[config.mk]
export PLATFORM = sky130hd
export DESIGN_NAME = ex_stage
export DESIGN_NICKNAME = d
export VERILOG_FILES = /design/src/common/exu_pkg.sv /design/src/flu/alu.sv /design/src/flu/branch_unit.sv /design/src/flu/csr_buffer.sv /design/src/flu/flu_ctrl.sv /design/src/flu/mult.sv /design/src/ex_stage.sv
export SDC_FILE = /design/constraint.sdc
export NUM_CORES = 2
export LEC_CHECK = 0
export BUFFER_PORTS_ARGS = -buffer_cell sky130_fd_sc_hd__buf_2
export CORE_MARGIN = 5
export CORE_UTILIZATION = 65
export DETAILED_ROUTE_END_ITERATION = 7
export PLACE_DENSITY = 0.86
export SKIP_LAST_GASP = 1
export SLEW_MARGIN = 20
export SYNTH_ARGS = -nofsm -noshare
export SYNTH_HDL_FRONTEND = slang
export SYNTH_HIERARCHICAL = 1
export SYNTH_SLANG_ARGS = --single-unit
[constraint.sdc]
create_clock -name clk_i -period 10.2 [get_ports clk_i]
set_input_delay 1.02 -clock clk_i [delete_from_list [all_inputs] [get_ports clk_i]]
set_output_delay 1.02 -clock clk_i [all_outputs]
set_load 0.03 [all_outputs]
[src/common/exu_pkg.sv]
package exu_pkg;

    // ----------------------------------------
    // Widths
    // ----------------------------------------
    // Data path and instruction address
    localparam int unsigned XLEN = 32;
    localparam int unsigned VLEN = 32;
    // Scoreboard entry ID
    localparam int unsigned TRANS_ID_BITS = 3;
    localparam int unsigned CSR_ADDR_BITS = 12;

    // Issue to write-back, in cycles
    localparam int unsigned MULT_LATENCY = 2;

    typedef logic [XLEN-1:0] xlen_t;
    typedef logic [TRANS_ID_BITS-1:0] trans_id_t;

    // ----------------------------------------
    // Operations of the fixed-latency units
    // ----------------------------------------
    typedef enum logic [4:0] {
        // ALU
        ADD,
        SUB,
        AND,
        OR,
        XOR,
        SLL,
        SRL,
        SRA,
        SLT,
        SLTU,
        // Branch unit, compare done in the ALU
        BEQ,
        BNE,
        BLT,
        BGE,
        BLTU,
        BGEU,
        JAL,
        JALR,
        // CSR buffer
        CSR_RW,
        CSR_RS,
        CSR_RC,
        // Multiplier
        MUL,
        MULH,
        MULHU,
        MULHSU
    } fu_op_e;

endpackage

[src/flu/alu.sv]
module alu (
    input  exu_pkg::fu_op_e fu_op_i,
    input  exu_pkg::xlen_t  operand_a_i,
    input  exu_pkg::xlen_t  operand_b_i,
    output exu_pkg::xlen_t  result_o,
    output logic            branch_res_o
);
    import exu_pkg::*;

    logic       eq;
    logic       lt_s;
    logic       lt_u;
    logic [4:0] shamt;

    // Shared comparators, used by SLT(U) and branches
    assign eq    = (operand_a_i == operand_b_i);
    assign lt_s  = ($signed(operand_a_i) < $signed(operand_b_i));
    assign lt_u  = (operand_a_i < operand_b_i);
    // RV32 shift amount
    assign shamt = operand_b_i[4:0];

    // ----------------------------------------
    // Result
    // ----------------------------------------
    always_comb begin
        result_o = '0;
        unique case (fu_op_i)
            ADD:  result_o = operand_a_i + operand_b_i;
            SUB:  result_o = operand_a_i - operand_b_i;
            AND:  result_o = operand_a_i & operand_b_i;
            OR:   result_o = operand_a_i | operand_b_i;
            XOR:  result_o = operand_a_i ^ operand_b_i;
            SLL:  result_o = operand_a_i << shamt;
            SRL:  result_o = operand_a_i >> shamt;
            // Arithmetic shift keeps the sign
            SRA:  result_o = xlen_t'($signed(operand_a_i) >>> shamt);
            SLT:  result_o = xlen_t'(lt_s);
            SLTU: result_o = xlen_t'(lt_u);
            default: result_o = '0;
        endcase
    end

    // ----------------------------------------
    // Branch comparison
    // ----------------------------------------
    always_comb begin
        branch_res_o = 1'b0;
        unique case (fu_op_i)
            BEQ:  branch_res_o = eq;
            BNE:  branch_res_o = ~eq;
            BLT:  branch_res_o = lt_s;
            BGE:  branch_res_o = ~lt_s;
            BLTU: branch_res_o = lt_u;
            BGEU: branch_res_o = ~lt_u;
            // Jumps are always taken
            JAL,
            JALR: branch_res_o = 1'b1;
            default: branch_res_o = 1'b0;
        endcase
    end

endmodule

[src/flu/branch_unit.sv]
module branch_unit (
    input  logic                     branch_valid_i,
    input  exu_pkg::fu_op_e          fu_op_i,
    input  exu_pkg::xlen_t           operand_a_i,
    input  exu_pkg::xlen_t           imm_i,
    input  logic [exu_pkg::VLEN-1:0] pc_i,
    input  logic                     is_compressed_i,
    input  logic                     branch_res_i,
    input  logic                     bp_taken_i,
    input  logic [exu_pkg::VLEN-1:0] bp_target_i,
    output logic [exu_pkg::VLEN-1:0] link_addr_o,
    output logic                     resolve_valid_o,
    output logic                     resolve_taken_o,
    output logic                     resolve_mispredict_o,
    output logic [exu_pkg::VLEN-1:0] resolve_target_o
);
    import exu_pkg::*;

    logic [VLEN-1:0] jump_base;
    logic [VLEN-1:0] target;
    logic            taken;

    // ----------------------------------------
    // Target and link address
    // ----------------------------------------
    // JALR jumps relative to rs1, all others relative to the PC
    assign jump_base = (fu_op_i == JALR) ? operand_a_i[VLEN-1:0] : pc_i;

    always_comb begin
        target = jump_base + imm_i[VLEN-1:0];
        // Bit 0 is cleared for JALR only
        if (fu_op_i == JALR) begin
            target[0] = 1'b0;
        end
    end

    // Next sequential PC, 16 or 32 bit instruction
    assign link_addr_o = pc_i + (is_compressed_i ? VLEN'(2) : VLEN'(4));

    // ----------------------------------------
    // Resolution against the prediction
    // ----------------------------------------
    assign taken = branch_valid_i & branch_res_i;

    assign resolve_valid_o  = branch_valid_i;
    assign resolve_taken_o  = taken;
    // Fall-through when not taken
    assign resolve_target_o = taken ? target : link_addr_o;

    // Direction wrong, or taken to the wrong place
    always_comb begin
        resolve_mispredict_o = 1'b0;
        if (branch_valid_i) begin
            if (taken != bp_taken_i) begin
                resolve_mispredict_o = 1'b1;
            end else if (taken && (bp_target_i != target)) begin
                resolve_mispredict_o = 1'b1;
            end
        end
    end

endmodule

[src/flu/csr_buffer.sv]
module csr_buffer (
    input  logic                              clk_i,
    input  logic                              rst_ni,
    input  logic                              flush_i,
    input  logic                              csr_valid_i,
    input  exu_pkg::fu_op_e                   fu_op_i,
    input  exu_pkg::xlen_t                    operand_a_i,
    input  exu_pkg::xlen_t                    imm_i,
    input  logic                              csr_commit_i,
    output logic                              csr_ready_o,
    output exu_pkg::xlen_t                    csr_result_o,
    output logic [exu_pkg::CSR_ADDR_BITS-1:0] csr_addr_o,
    output exu_pkg::fu_op_e                   csr_op_o,
    output logic                              csr_pending_o
);
    import exu_pkg::*;

    // Full entry blocks issue until it commits
    assign csr_ready_o  = ~csr_pending_o | csr_commit_i;
    // rs1 value goes straight to write-back
    assign csr_result_o = operand_a_i;

    // ----------------------------------------
    // Entry valid
    // ----------------------------------------
    always_ff @(posedge clk_i or negedge rst_ni) begin
        if (!rst_ni) begin
            csr_pending_o <= 1'b0;
        end else if (flush_i) begin
            csr_pending_o <= 1'b0;
        end else if (csr_valid_i) begin
            // New entry, may replace one committing this cycle
            csr_pending_o <= 1'b1;
        end else if (csr_commit_i) begin
            csr_pending_o <= 1'b0;
        end
    end

    // Address and opcode of the entry
    always_ff @(posedge clk_i) begin
        if (csr_valid_i) begin
            csr_addr_o <= imm_i[CSR_ADDR_BITS-1:0];
            csr_op_o   <= fu_op_i;
        end
    end

    // Commit stage only retires a CSR that was buffered
    assert property (@(posedge clk_i) disable iff (!rst_ni)
        csr_commit_i |-> csr_pending_o)
        else $error("CSR commit without a pending entry");

endmodule

[src/flu/flu_ctrl.sv]
module flu_ctrl (
    input  logic                     clk_i,
    input  logic                     rst_ni,
    // Issue valids
    input  logic                     alu_valid_i,
    input  logic                     branch_valid_i,
    input  logic                     csr_valid_i,
    input  logic                     mult_issue_i,
    input  exu_pkg::xlen_t           operand_a_i,
    input  exu_pkg::xlen_t           operand_b_i,
    input  exu_pkg::trans_id_t       trans_id_i,
    // Unit results
    input  exu_pkg::xlen_t           alu_result_i,
    input  logic [exu_pkg::VLEN-1:0] link_addr_i,
    input  exu_pkg::xlen_t           csr_result_i,
    input  logic                     csr_ready_i,
    input  exu_pkg::xlen_t           mult_result_i,
    input  exu_pkg::trans_id_t       mult_trans_id_i,
    input  logic                     mult_valid_i,
    // Gated operands
    output exu_pkg::xlen_t           alu_operand_a_o,
    output exu_pkg::xlen_t           alu_operand_b_o,
    output exu_pkg::xlen_t           mult_operand_a_o,
    output exu_pkg::xlen_t           mult_operand_b_o,
    // Write-back port
    output exu_pkg::xlen_t           flu_result_o,
    output exu_pkg::trans_id_t       flu_trans_id_o,
    output logic                     flu_valid_o,
    output logic                     flu_ready_o
);
    import exu_pkg::*;

    // ----------------------------------------
    // Operand gating
    // ----------------------------------------
    // ALU also does the branch compare
    assign alu_operand_a_o  = (alu_valid_i | branch_valid_i) ? operand_a_i : '0;
    assign alu_operand_b_o  = (alu_valid_i | branch_valid_i) ? operand_b_i : '0;
    assign mult_operand_a_o = mult_issue_i ? operand_a_i : '0;
    assign mult_operand_b_o = mult_issue_i ? operand_b_i : '0;

    // ----------------------------------------
    // Write-back mux
    // ----------------------------------------
    assign flu_valid_o = alu_valid_i | branch_valid_i | csr_valid_i | mult_valid_i;

    always_comb begin
        // Link address unless something else wins
        flu_result_o   = xlen_t'(link_addr_i);
        flu_trans_id_o = trans_id_i;
        if (alu_valid_i) begin
            flu_result_o = alu_result_i;
        end else if (csr_valid_i) begin
            flu_result_o = csr_result_i;
        end else if (mult_valid_i) begin
            // Only case with a stored ID
            flu_result_o   = mult_result_i;
            flu_trans_id_o = mult_trans_id_i;
        end
    end

    // No issue in a multiplier write-back cycle or with a full CSR entry
    assign flu_ready_o = csr_ready_i & ~mult_valid_i;

    // Single issue port
    assert property (@(posedge clk_i) disable iff (!rst_ni)
        $onehot0({alu_valid_i, branch_valid_i, csr_valid_i, mult_issue_i}))
        else $error("more than one unit issued");

    assert property (@(posedge clk_i) disable iff (!rst_ni)
        (alu_valid_i | branch_valid_i | csr_valid_i | mult_issue_i) |-> flu_ready_o)
        else $error("issue while the fixed-latency units are not ready");

endmodule

[src/flu/mult.sv]
module mult (
    input  logic               clk_i,
    input  logic               rst_ni,
    input  logic               flush_i,
    input  logic               mult_valid_i,
    input  exu_pkg::fu_op_e    fu_op_i,
    input  exu_pkg::xlen_t     operand_a_i,
    input  exu_pkg::xlen_t     operand_b_i,
    input  exu_pkg::trans_id_t trans_id_i,
    output exu_pkg::xlen_t     result_o,
    output logic               mult_valid_o,
    output exu_pkg::trans_id_t mult_trans_id_o
);
    import exu_pkg::*;

    logic                   sign_a;
    logic                   sign_b;
    // Stage one
    logic                   s1_valid_q;
    logic signed [XLEN:0]   op_a_q;
    logic signed [XLEN:0]   op_b_q;
    fu_op_e                 s1_op_q;
    trans_id_t              s1_id_q;
    // Product, low 64 bits of the signed 33x33 multiply
    logic signed [2*XLEN-1:0] prod;

    // Signedness per operand, low half does not care
    assign sign_a = (fu_op_i == MUL) || (fu_op_i == MULH) || (fu_op_i == MULHSU);
    assign sign_b = (fu_op_i == MUL) || (fu_op_i == MULH);

    // ----------------------------------------
    // Valid bits, cleared by flush
    // ----------------------------------------
    always_ff @(posedge clk_i or negedge rst_ni) begin
        if (!rst_ni) begin
            s1_valid_q   <= 1'b0;
            mult_valid_o <= 1'b0;
        end else begin
            s1_valid_q   <= mult_valid_i & ~flush_i;
            mult_valid_o <= s1_valid_q & ~flush_i;
        end
    end

    // Payload of both stages
    always_ff @(posedge clk_i) begin
        if (mult_valid_i) begin
            op_a_q  <= {sign_a & operand_a_i[XLEN-1], operand_a_i};
            op_b_q  <= {sign_b & operand_b_i[XLEN-1], operand_b_i};
            s1_op_q <= fu_op_i;
            s1_id_q <= trans_id_i;
        end
        if (s1_valid_q) begin
            result_o        <= (s1_op_q == MUL) ? prod[XLEN-1:0] : prod[2*XLEN-1:XLEN];
            mult_trans_id_o <= s1_id_q;
        end
    end

    assign prod = op_a_q * op_b_q;

    // Each issue reaches write-back with its own ID unless flushed on the way
    assert property (@(posedge clk_i) disable iff (!rst_ni)
        (mult_valid_i && !flush_i) ##1 (!flush_i) [* MULT_LATENCY - 1]
        |-> ##1 (mult_valid_o && (mult_trans_id_o == $past(trans_id_i, MULT_LATENCY))))
        else $error("multiply lost between issue and write-back");

endmodule

[src/ex_stage.sv]
module ex_stage (
    input  logic                              clk_i,
    input  logic                              rst_ni,
    input  logic                              flush_i,
    // Issue bundle
    input  exu_pkg::fu_op_e                   fu_op_i,
    input  exu_pkg::xlen_t                    operand_a_i,
    input  exu_pkg::xlen_t                    operand_b_i,
    input  exu_pkg::xlen_t                    imm_i,
    input  exu_pkg::trans_id_t                trans_id_i,
    input  logic [exu_pkg::VLEN-1:0]          pc_i,
    input  logic                              is_compressed_i,
    input  logic                              alu_valid_i,
    input  logic                              branch_valid_i,
    input  logic                              csr_valid_i,
    input  logic                              mult_valid_i,
    // Prediction and commit
    input  logic                              bp_taken_i,
    input  logic [exu_pkg::VLEN-1:0]          bp_target_i,
    input  logic                              csr_commit_i,
    // Write-back
    output exu_pkg::xlen_t                    flu_result_o,
    output exu_pkg::trans_id_t                flu_trans_id_o,
    output logic                              flu_valid_o,
    output logic                              flu_ready_o,
    // Branch resolution
    output logic                              resolve_valid_o,
    output logic                              resolve_taken_o,
    output logic                              resolve_mispredict_o,
    output logic [exu_pkg::VLEN-1:0]          resolve_target_o,
    // Buffered CSR
    output logic [exu_pkg::CSR_ADDR_BITS-1:0] csr_addr_o,
    output exu_pkg::fu_op_e                   csr_op_o,
    output logic                              csr_pending_o
);
    import exu_pkg::*;

    xlen_t           alu_operand_a;
    xlen_t           alu_operand_b;
    xlen_t           mult_operand_a;
    xlen_t           mult_operand_b;
    xlen_t           alu_result;
    xlen_t           csr_result;
    xlen_t           mult_result;
    logic            alu_branch_res;
    logic [VLEN-1:0] link_addr;
    logic            csr_ready;
    logic            mult_wb_valid;
    trans_id_t       mult_trans_id;

    // ----------------------------------------
    // Control
    // ----------------------------------------
    flu_ctrl flu_ctrl_i (
        .clk_i,
        .rst_ni,
        .alu_valid_i,
        .branch_valid_i,
        .csr_valid_i,
        .mult_issue_i     ( mult_valid_i   ),
        .operand_a_i,
        .operand_b_i,
        .trans_id_i,
        .alu_result_i     ( alu_result     ),
        .link_addr_i      ( link_addr      ),
        .csr_result_i     ( csr_result     ),
        .csr_ready_i      ( csr_ready      ),
        .mult_result_i    ( mult_result    ),
        .mult_trans_id_i  ( mult_trans_id  ),
        .mult_valid_i     ( mult_wb_valid  ),
        .alu_operand_a_o  ( alu_operand_a  ),
        .alu_operand_b_o  ( alu_operand_b  ),
        .mult_operand_a_o ( mult_operand_a ),
        .mult_operand_b_o ( mult_operand_b ),
        .flu_result_o,
        .flu_trans_id_o,
        .flu_valid_o,
        .flu_ready_o
    );

    // ----------------------------------------
    // Units
    // ----------------------------------------
    alu alu_i (
        .fu_op_i,
        .operand_a_i  ( alu_operand_a  ),
        .operand_b_i  ( alu_operand_b  ),
        .result_o     ( alu_result     ),
        .branch_res_o ( alu_branch_res )
    );

    // Sees the ungated bundle, compare comes from the ALU
    branch_unit branch_unit_i (
        .branch_valid_i,
        .fu_op_i,
        .operand_a_i,
        .imm_i,
        .pc_i,
        .is_compressed_i,
        .branch_res_i ( alu_branch_res ),
        .bp_taken_i,
        .bp_target_i,
        .link_addr_o  ( link_addr      ),
        .resolve_valid_o,
        .resolve_taken_o,
        .resolve_mispredict_o,
        .resolve_target_o
    );

    mult mult_i (
        .clk_i,
        .rst_ni,
        .flush_i,
        .mult_valid_i,
        .fu_op_i,
        .operand_a_i     ( mult_operand_a ),
        .operand_b_i     ( mult_operand_b ),
        .trans_id_i,
        .result_o        ( mult_result    ),
        .mult_valid_o    ( mult_wb_valid  ),
        .mult_trans_id_o ( mult_trans_id  )
    );

    csr_buffer csr_buffer_i (
        .clk_i,
        .rst_ni,
        .flush_i,
        .csr_valid_i,
        .fu_op_i,
        .operand_a_i,
        .imm_i,
        .csr_commit_i,
        .csr_ready_o  ( csr_ready  ),
        .csr_result_o ( csr_result ),
        .csr_addr_o,
        .csr_op_o,
        .csr_pending_o
    );

endmodule

== Yosys cells after proc, flatten, opt, wreduce, memory -nomap -nowiden ==
Index checks and enable logic that the tools add are counted.
Storage, ports and cells
  bits in registers: 129
  input bits: 178
  output and inout port bits: 90
Operators by class
  equal/unequal tests: 24
  shifts and indexed selects: 3
  multiply operators: 1
  $lt $le $gt $ge: 2
  reductions and logical operators: 6
  multiplexer cells: 23
  bitwise gates (word level): 19
  $add $sub $neg: 4
Operators by type and width (number)
  32-bit two-way mux: 10
  32-bit case mux with 10 select lines: 1
  32-bit adder: 3
  32-bit < comparator: 2
  33-bit by 33-bit multiplier with 64-bit output: 1
  5-bit by 4-bit == test with 1-bit output (second input constant): 8
  32-bit AND: 1
  32-bit == test: 1
  32-bit != test: 1
  32-bit OR: 1
  32-bit by 5-bit left shift with 32-bit output: 1
  32-bit by 5-bit right shift with 32-bit output: 1
  32-bit by 5-bit >>> shifter with 32-bit output: 1
  32-bit subtractor: 1
  32-bit bitwise XOR: 1
  5-bit == test (second input constant): 6
  5-bit by 3-bit == test with 1-bit output (second input constant): 4
  3-bit two-way mux: 4
  5-bit by 2-bit == test with 1-bit output (second input constant): 2
  1-bit two-way mux: 7
  1-bit case mux with 7 select lines: 1
  1-bit AND: 6
  1-bit NOT: 6
  5-bit by 1-bit == test with 1-bit output (second input constant): 1
  other kinds (7): 11

== Longest topological paths before layout ==
  depth in word-level cells: 10
  depth in mapped cells: 29
  mapped depth without buffers: 28

== Cells and area by module ==
The synthesis kept the hierarchy.
Modules (own cells, without submodules)
  mult: cells each 4348, area each 42075.4 um2, times used 1
  alu: cells each 1232, area each 8448.1 um2, times used 1
  branch_unit: cells each 641, area each 4418.0 um2, times used 1
  flu_ctrl: cells each 296, area each 2100.8 um2, times used 1
  csr_buffer: cells each 53, area each 802.0 um2, times used 1

== Worst setup path after synthesis ==
Ideal clock, no wire load.
  path kind: reg2reg
  start: register mult_i.op_a_q[32]
  end: register mult_i.result_o[30], data pin
  arrival: 7.708 ns
  setup time: 0.260 ns
  required time: 9.940 ns
  setup slack: 2.232 ns
  period minus slack after synthesis: 7.968 ns
  cell stages (with the launch flop): 25
  buffers on the path: 1
  cell sequence: edfxtp_1 > clkbuf_1 > nand2_1 > inv_1 > fa_1 > fa_1 > fa_1 > fa_1 > inv_1 > fa_1 > inv_1 > fa_1 > fa_1 > inv_1 > fa_1 > inv_1 > ha_1 > and3_1 > and2_1 > a221o_1 > a221o_1 > a41o_2 > a31oi_4 > xnor2_1 > mux2_2
Between the ends
  longest elaborated chain between the ends: 2
Ends and longest elaborated chain
  start, declared: RTL line mult.sv:20  | logic signed [XLEN:0] op_a_q;
  start signal, assigned: RTL line mult.sv:47  | op_a_q <= {sign_a & operand_a_i[XLEN-1], operand_a_i};
  33-bit by 33-bit multiplier with 64-bit output: RTL line mult.sv:58  | assign prod = op_a_q * op_b_q;
  32-bit two-way mux: RTL line mult.sv:53  | result_o <= (s1_op_q == MUL) ? prod[XLEN-1:0] : prod[2*XLEN-1:XLEN];
  end signal, assigned: RTL line mult.sv:53
  end, declared: RTL line mult.sv:10  | output exu_pkg::xlen_t result_o,
Every way passes these cells.
A chain may end at the register's enable or synchronous reset.

== Worst setup path in the final report ==
Same ends and word-level chain as after synthesis.

==> qor.yml <==
status: "completed"
yosys-top-cells-count: "1,218 x inv_1, 1,129 x fa_1, 708 x nand2_1"
postSynthAreaPerCell_um2: 8.80
syn-cell-area_mm2: 0.0578
post_cts_buffers: 0
finalClockSkew_ps: 13.7
cts_tree: "built"
cts_resized: 0
rsz0062_at_grt: "false"
synthXorXnorAreaFrac: 0.0290
start_util: 0.655
num_rows: 109
path_clk_slew_ps: 70
final_nets: 8211
die-height_um: 308
layout-drive-gt1-share: 0.0900
overflow: 0
insertion_delay_ps: 470
syn_to_final_growth_pct: 4.59
critPathMaxFanout: 16
grt_pass1_wl_mm: 296
grt_max_degree: 76
dieArea_mm2: 0.0951
synth_edf_count: 126
drt-pass1-iter-count: 7
max_cap_viol_count: 0
synth-seq-cells: 129
worstSetupPathType: "flip-flop to flip-flop"
pin_count: 268
slew_violations: 0
ff_latch_area_mm2: 0.00386
drc: 0
relSlewSlack: 0.172
post-route-period-util: 0.861
dr_total_vias: 49100
placement.io_buffers: 267
place_hpwl_mm: 158
via_per_inst: 6.33
synth_compound_area_frac: 0.102
synth_top_flop_cell: "edfxtp_1"
cp.arrival_ps: 9000
cp-start-kind: "flip-flop"
post-synth-top-count-cell: "inv_1"
worst_pin_slew_ps: 1240
synthMuxAreaShare: 0.0426
cp_slowest_stage_delay_ps: 720
grt_antenna_before_repair: 15
grt_pass1_vias: 51400
critical-path-slowest-cell: "fa_1"
cts_buffer_depth: 2
hold_class: "primary input to async pin"
finalHoldViolCount: 0
wl_per_cell_um: 24.7
setup_viol: 0
synth_area_leader_cell: "fa_1"
grt_usage: 0.404
gp_congestion: 1.11
fin_crit_ps: 8780
path_common_cell: "fa_1"
synth_cell_type_count: 114
core_mm2: 0.0884
first_iter_violations: 5537
cts_hold_repair.buffers: 0
timing.fmax_mhz: 114
synthTopCellsByArea: "fa_1 39%, inv_1 7.9%, ha_1 7.5%, and2_1 6.5%, edfxtp_1 6.5%"
setup_tns_ps: 0
numCtsBuffers: 17
cts.sinks: 129
syn-instance-count: 6570
cp-end-kind: "flip-flop"
ys_seq_area_frac: 0.0667
yosys.area_share.adder: 0.466
ant_nets: 0
syn_nets: 8224
synth_top_family_by_area: "adder cells"
synth_top_area_frac: 0.391
ys_warn_count: 6
htreeDepth: 4
synthArstFlopShare: 0.0233
synth-simple-area-share: 0.182
die_w_um: 308
worstPathRequired_ps: 10410
wirelength_mm: 191
multi_input_area_mm2: 0.0476
root_buffer: "clkbuf_16"
num-fill-cells: 6751
-- registers in the layout (all words and copies together) (netlist names) --
signal / flops
mult_i/op_a_q: 33
mult_i/op_b_q: 33
mult_i/result_o: 32
csr_buffer_i/csr_addr_o: 12
csr_buffer_i/csr_op_o: 5
mult_i/s1_op_q: 5
mult_i/mult_trans_id_o: 3
mult_i/s1_id_q: 3
csr_buffer_i/csr_pending_o: 1
mult_i/mult_valid_o: 1
mult_i/s1_valid_q: 1
-- critical path, delay by kind of cell, from the launching register on --
kind / cells / cell delay (ps)
compound gates: 4 / 1150
xor+xnor: 1 / 80
fa+ha+maj: 9 / 4520
buf+inv: 7 / 1140
flops: 1 / 700
mux: 1 / 260
simple gates: 3 / 660
-- layer usage --
layer / part of all wire / up-vias / wire length [um] / GRT usage
met5: 0.00013 / - / 25 / 0
met4: 0.078 / 4 / 15000 / 0.242
met3: 0.11 / 914 / 21600 / 0.0856
met2: 0.46 / 3371 / 88700 / 0.647
met1: 0.35 / 24200 / 66200 / 0.508
li1: - / 20600 / - / -
-- per-stage QoR --
stage               cells   util  cell area [um2]  hold WS [ps]  worst slack, ps
floorplan            6570      -            57800           400             2230
global placement     7693  0.676            59700           401             1170
detailed placement   7693  0.676            59700           407              911
CTS                  7725  0.682            60300           330              835
global route         7738  0.684            60500           335             1050
finish               7751  0.685            60500           343             1420
-- path summary, 6_finish.rpt --
path,start,endpoint,slack (ps),cells past startpoint
worst max-delay path,mult_i/op_a_q[32]$_DFFE_PP_,mult_i/result_o[30]$_DFFE_PP_,1420,25
worst min-delay path,rst_ni,csr_buffer_i/csr_pending_o$_DFFE_PN0P_,340,1
min in group clk_i,mult_i/s1_id_q[0]$_DFFE_PP_,mult_i/mult_trans_id_o[0]$_DFFE_PP_,420,0
worst min register to register,mult_i/s1_id_q[0]$_DFFE_PP_,mult_i/mult_trans_id_o[0]$_DFFE_PP_,420,0
max in group asynchronous,rst_ni,mult_i/mult_valid_o$_DFF_PN0_,9720,1
worst max register to register,mult_i/op_a_q[32]$_DFFE_PP_,mult_i/result_o[30]$_DFFE_PP_,1420,25
-- cells in the final DEF (no fill, tap or decap), types with 126 or more instances in the layout --
master    synthesis  layout
inv_1          1218    1218
fa_1           1129    1128
nand2_1         708     708
and2_1          605     605
ha_1            347     347
nor2_1          286     285
buf_2            44     265
a21oi_1         234     234
o21ai_0         194     194
nor2b_1         150     144
edfxtp_1        126     126
-- cell type report --
class,instances,share of cell area
antenna,16,0.000662
timing repair buffer,394,0.0398
clock inverter,14,0.00254
clock buffer,18,0.00709
sequential,129,0.0638
inverter,1221,0.0758
multi-input combinational,4794,0.786
tap,1165,0.0241
-- kinds of logic (layout without fill, tap and decap cells) --
kind of cell | Yosys count | after routing
adder cells (fa/ha/maj) | 1476 | 1476
XOR/XNOR | 184 | 184
multiplexers | 178 | 178
other | 0 | 16
buffers and inverters | 1647 | 1647
flip-flops | 129 | 129
AO/OA/AOI/OAI | 881 | 881
AND/OR/NAND/NOR | 2075 | 2075
Power is not shown: default switching activity piles up to over one toggle a cycle in this logic, so the estimate is an artifact.
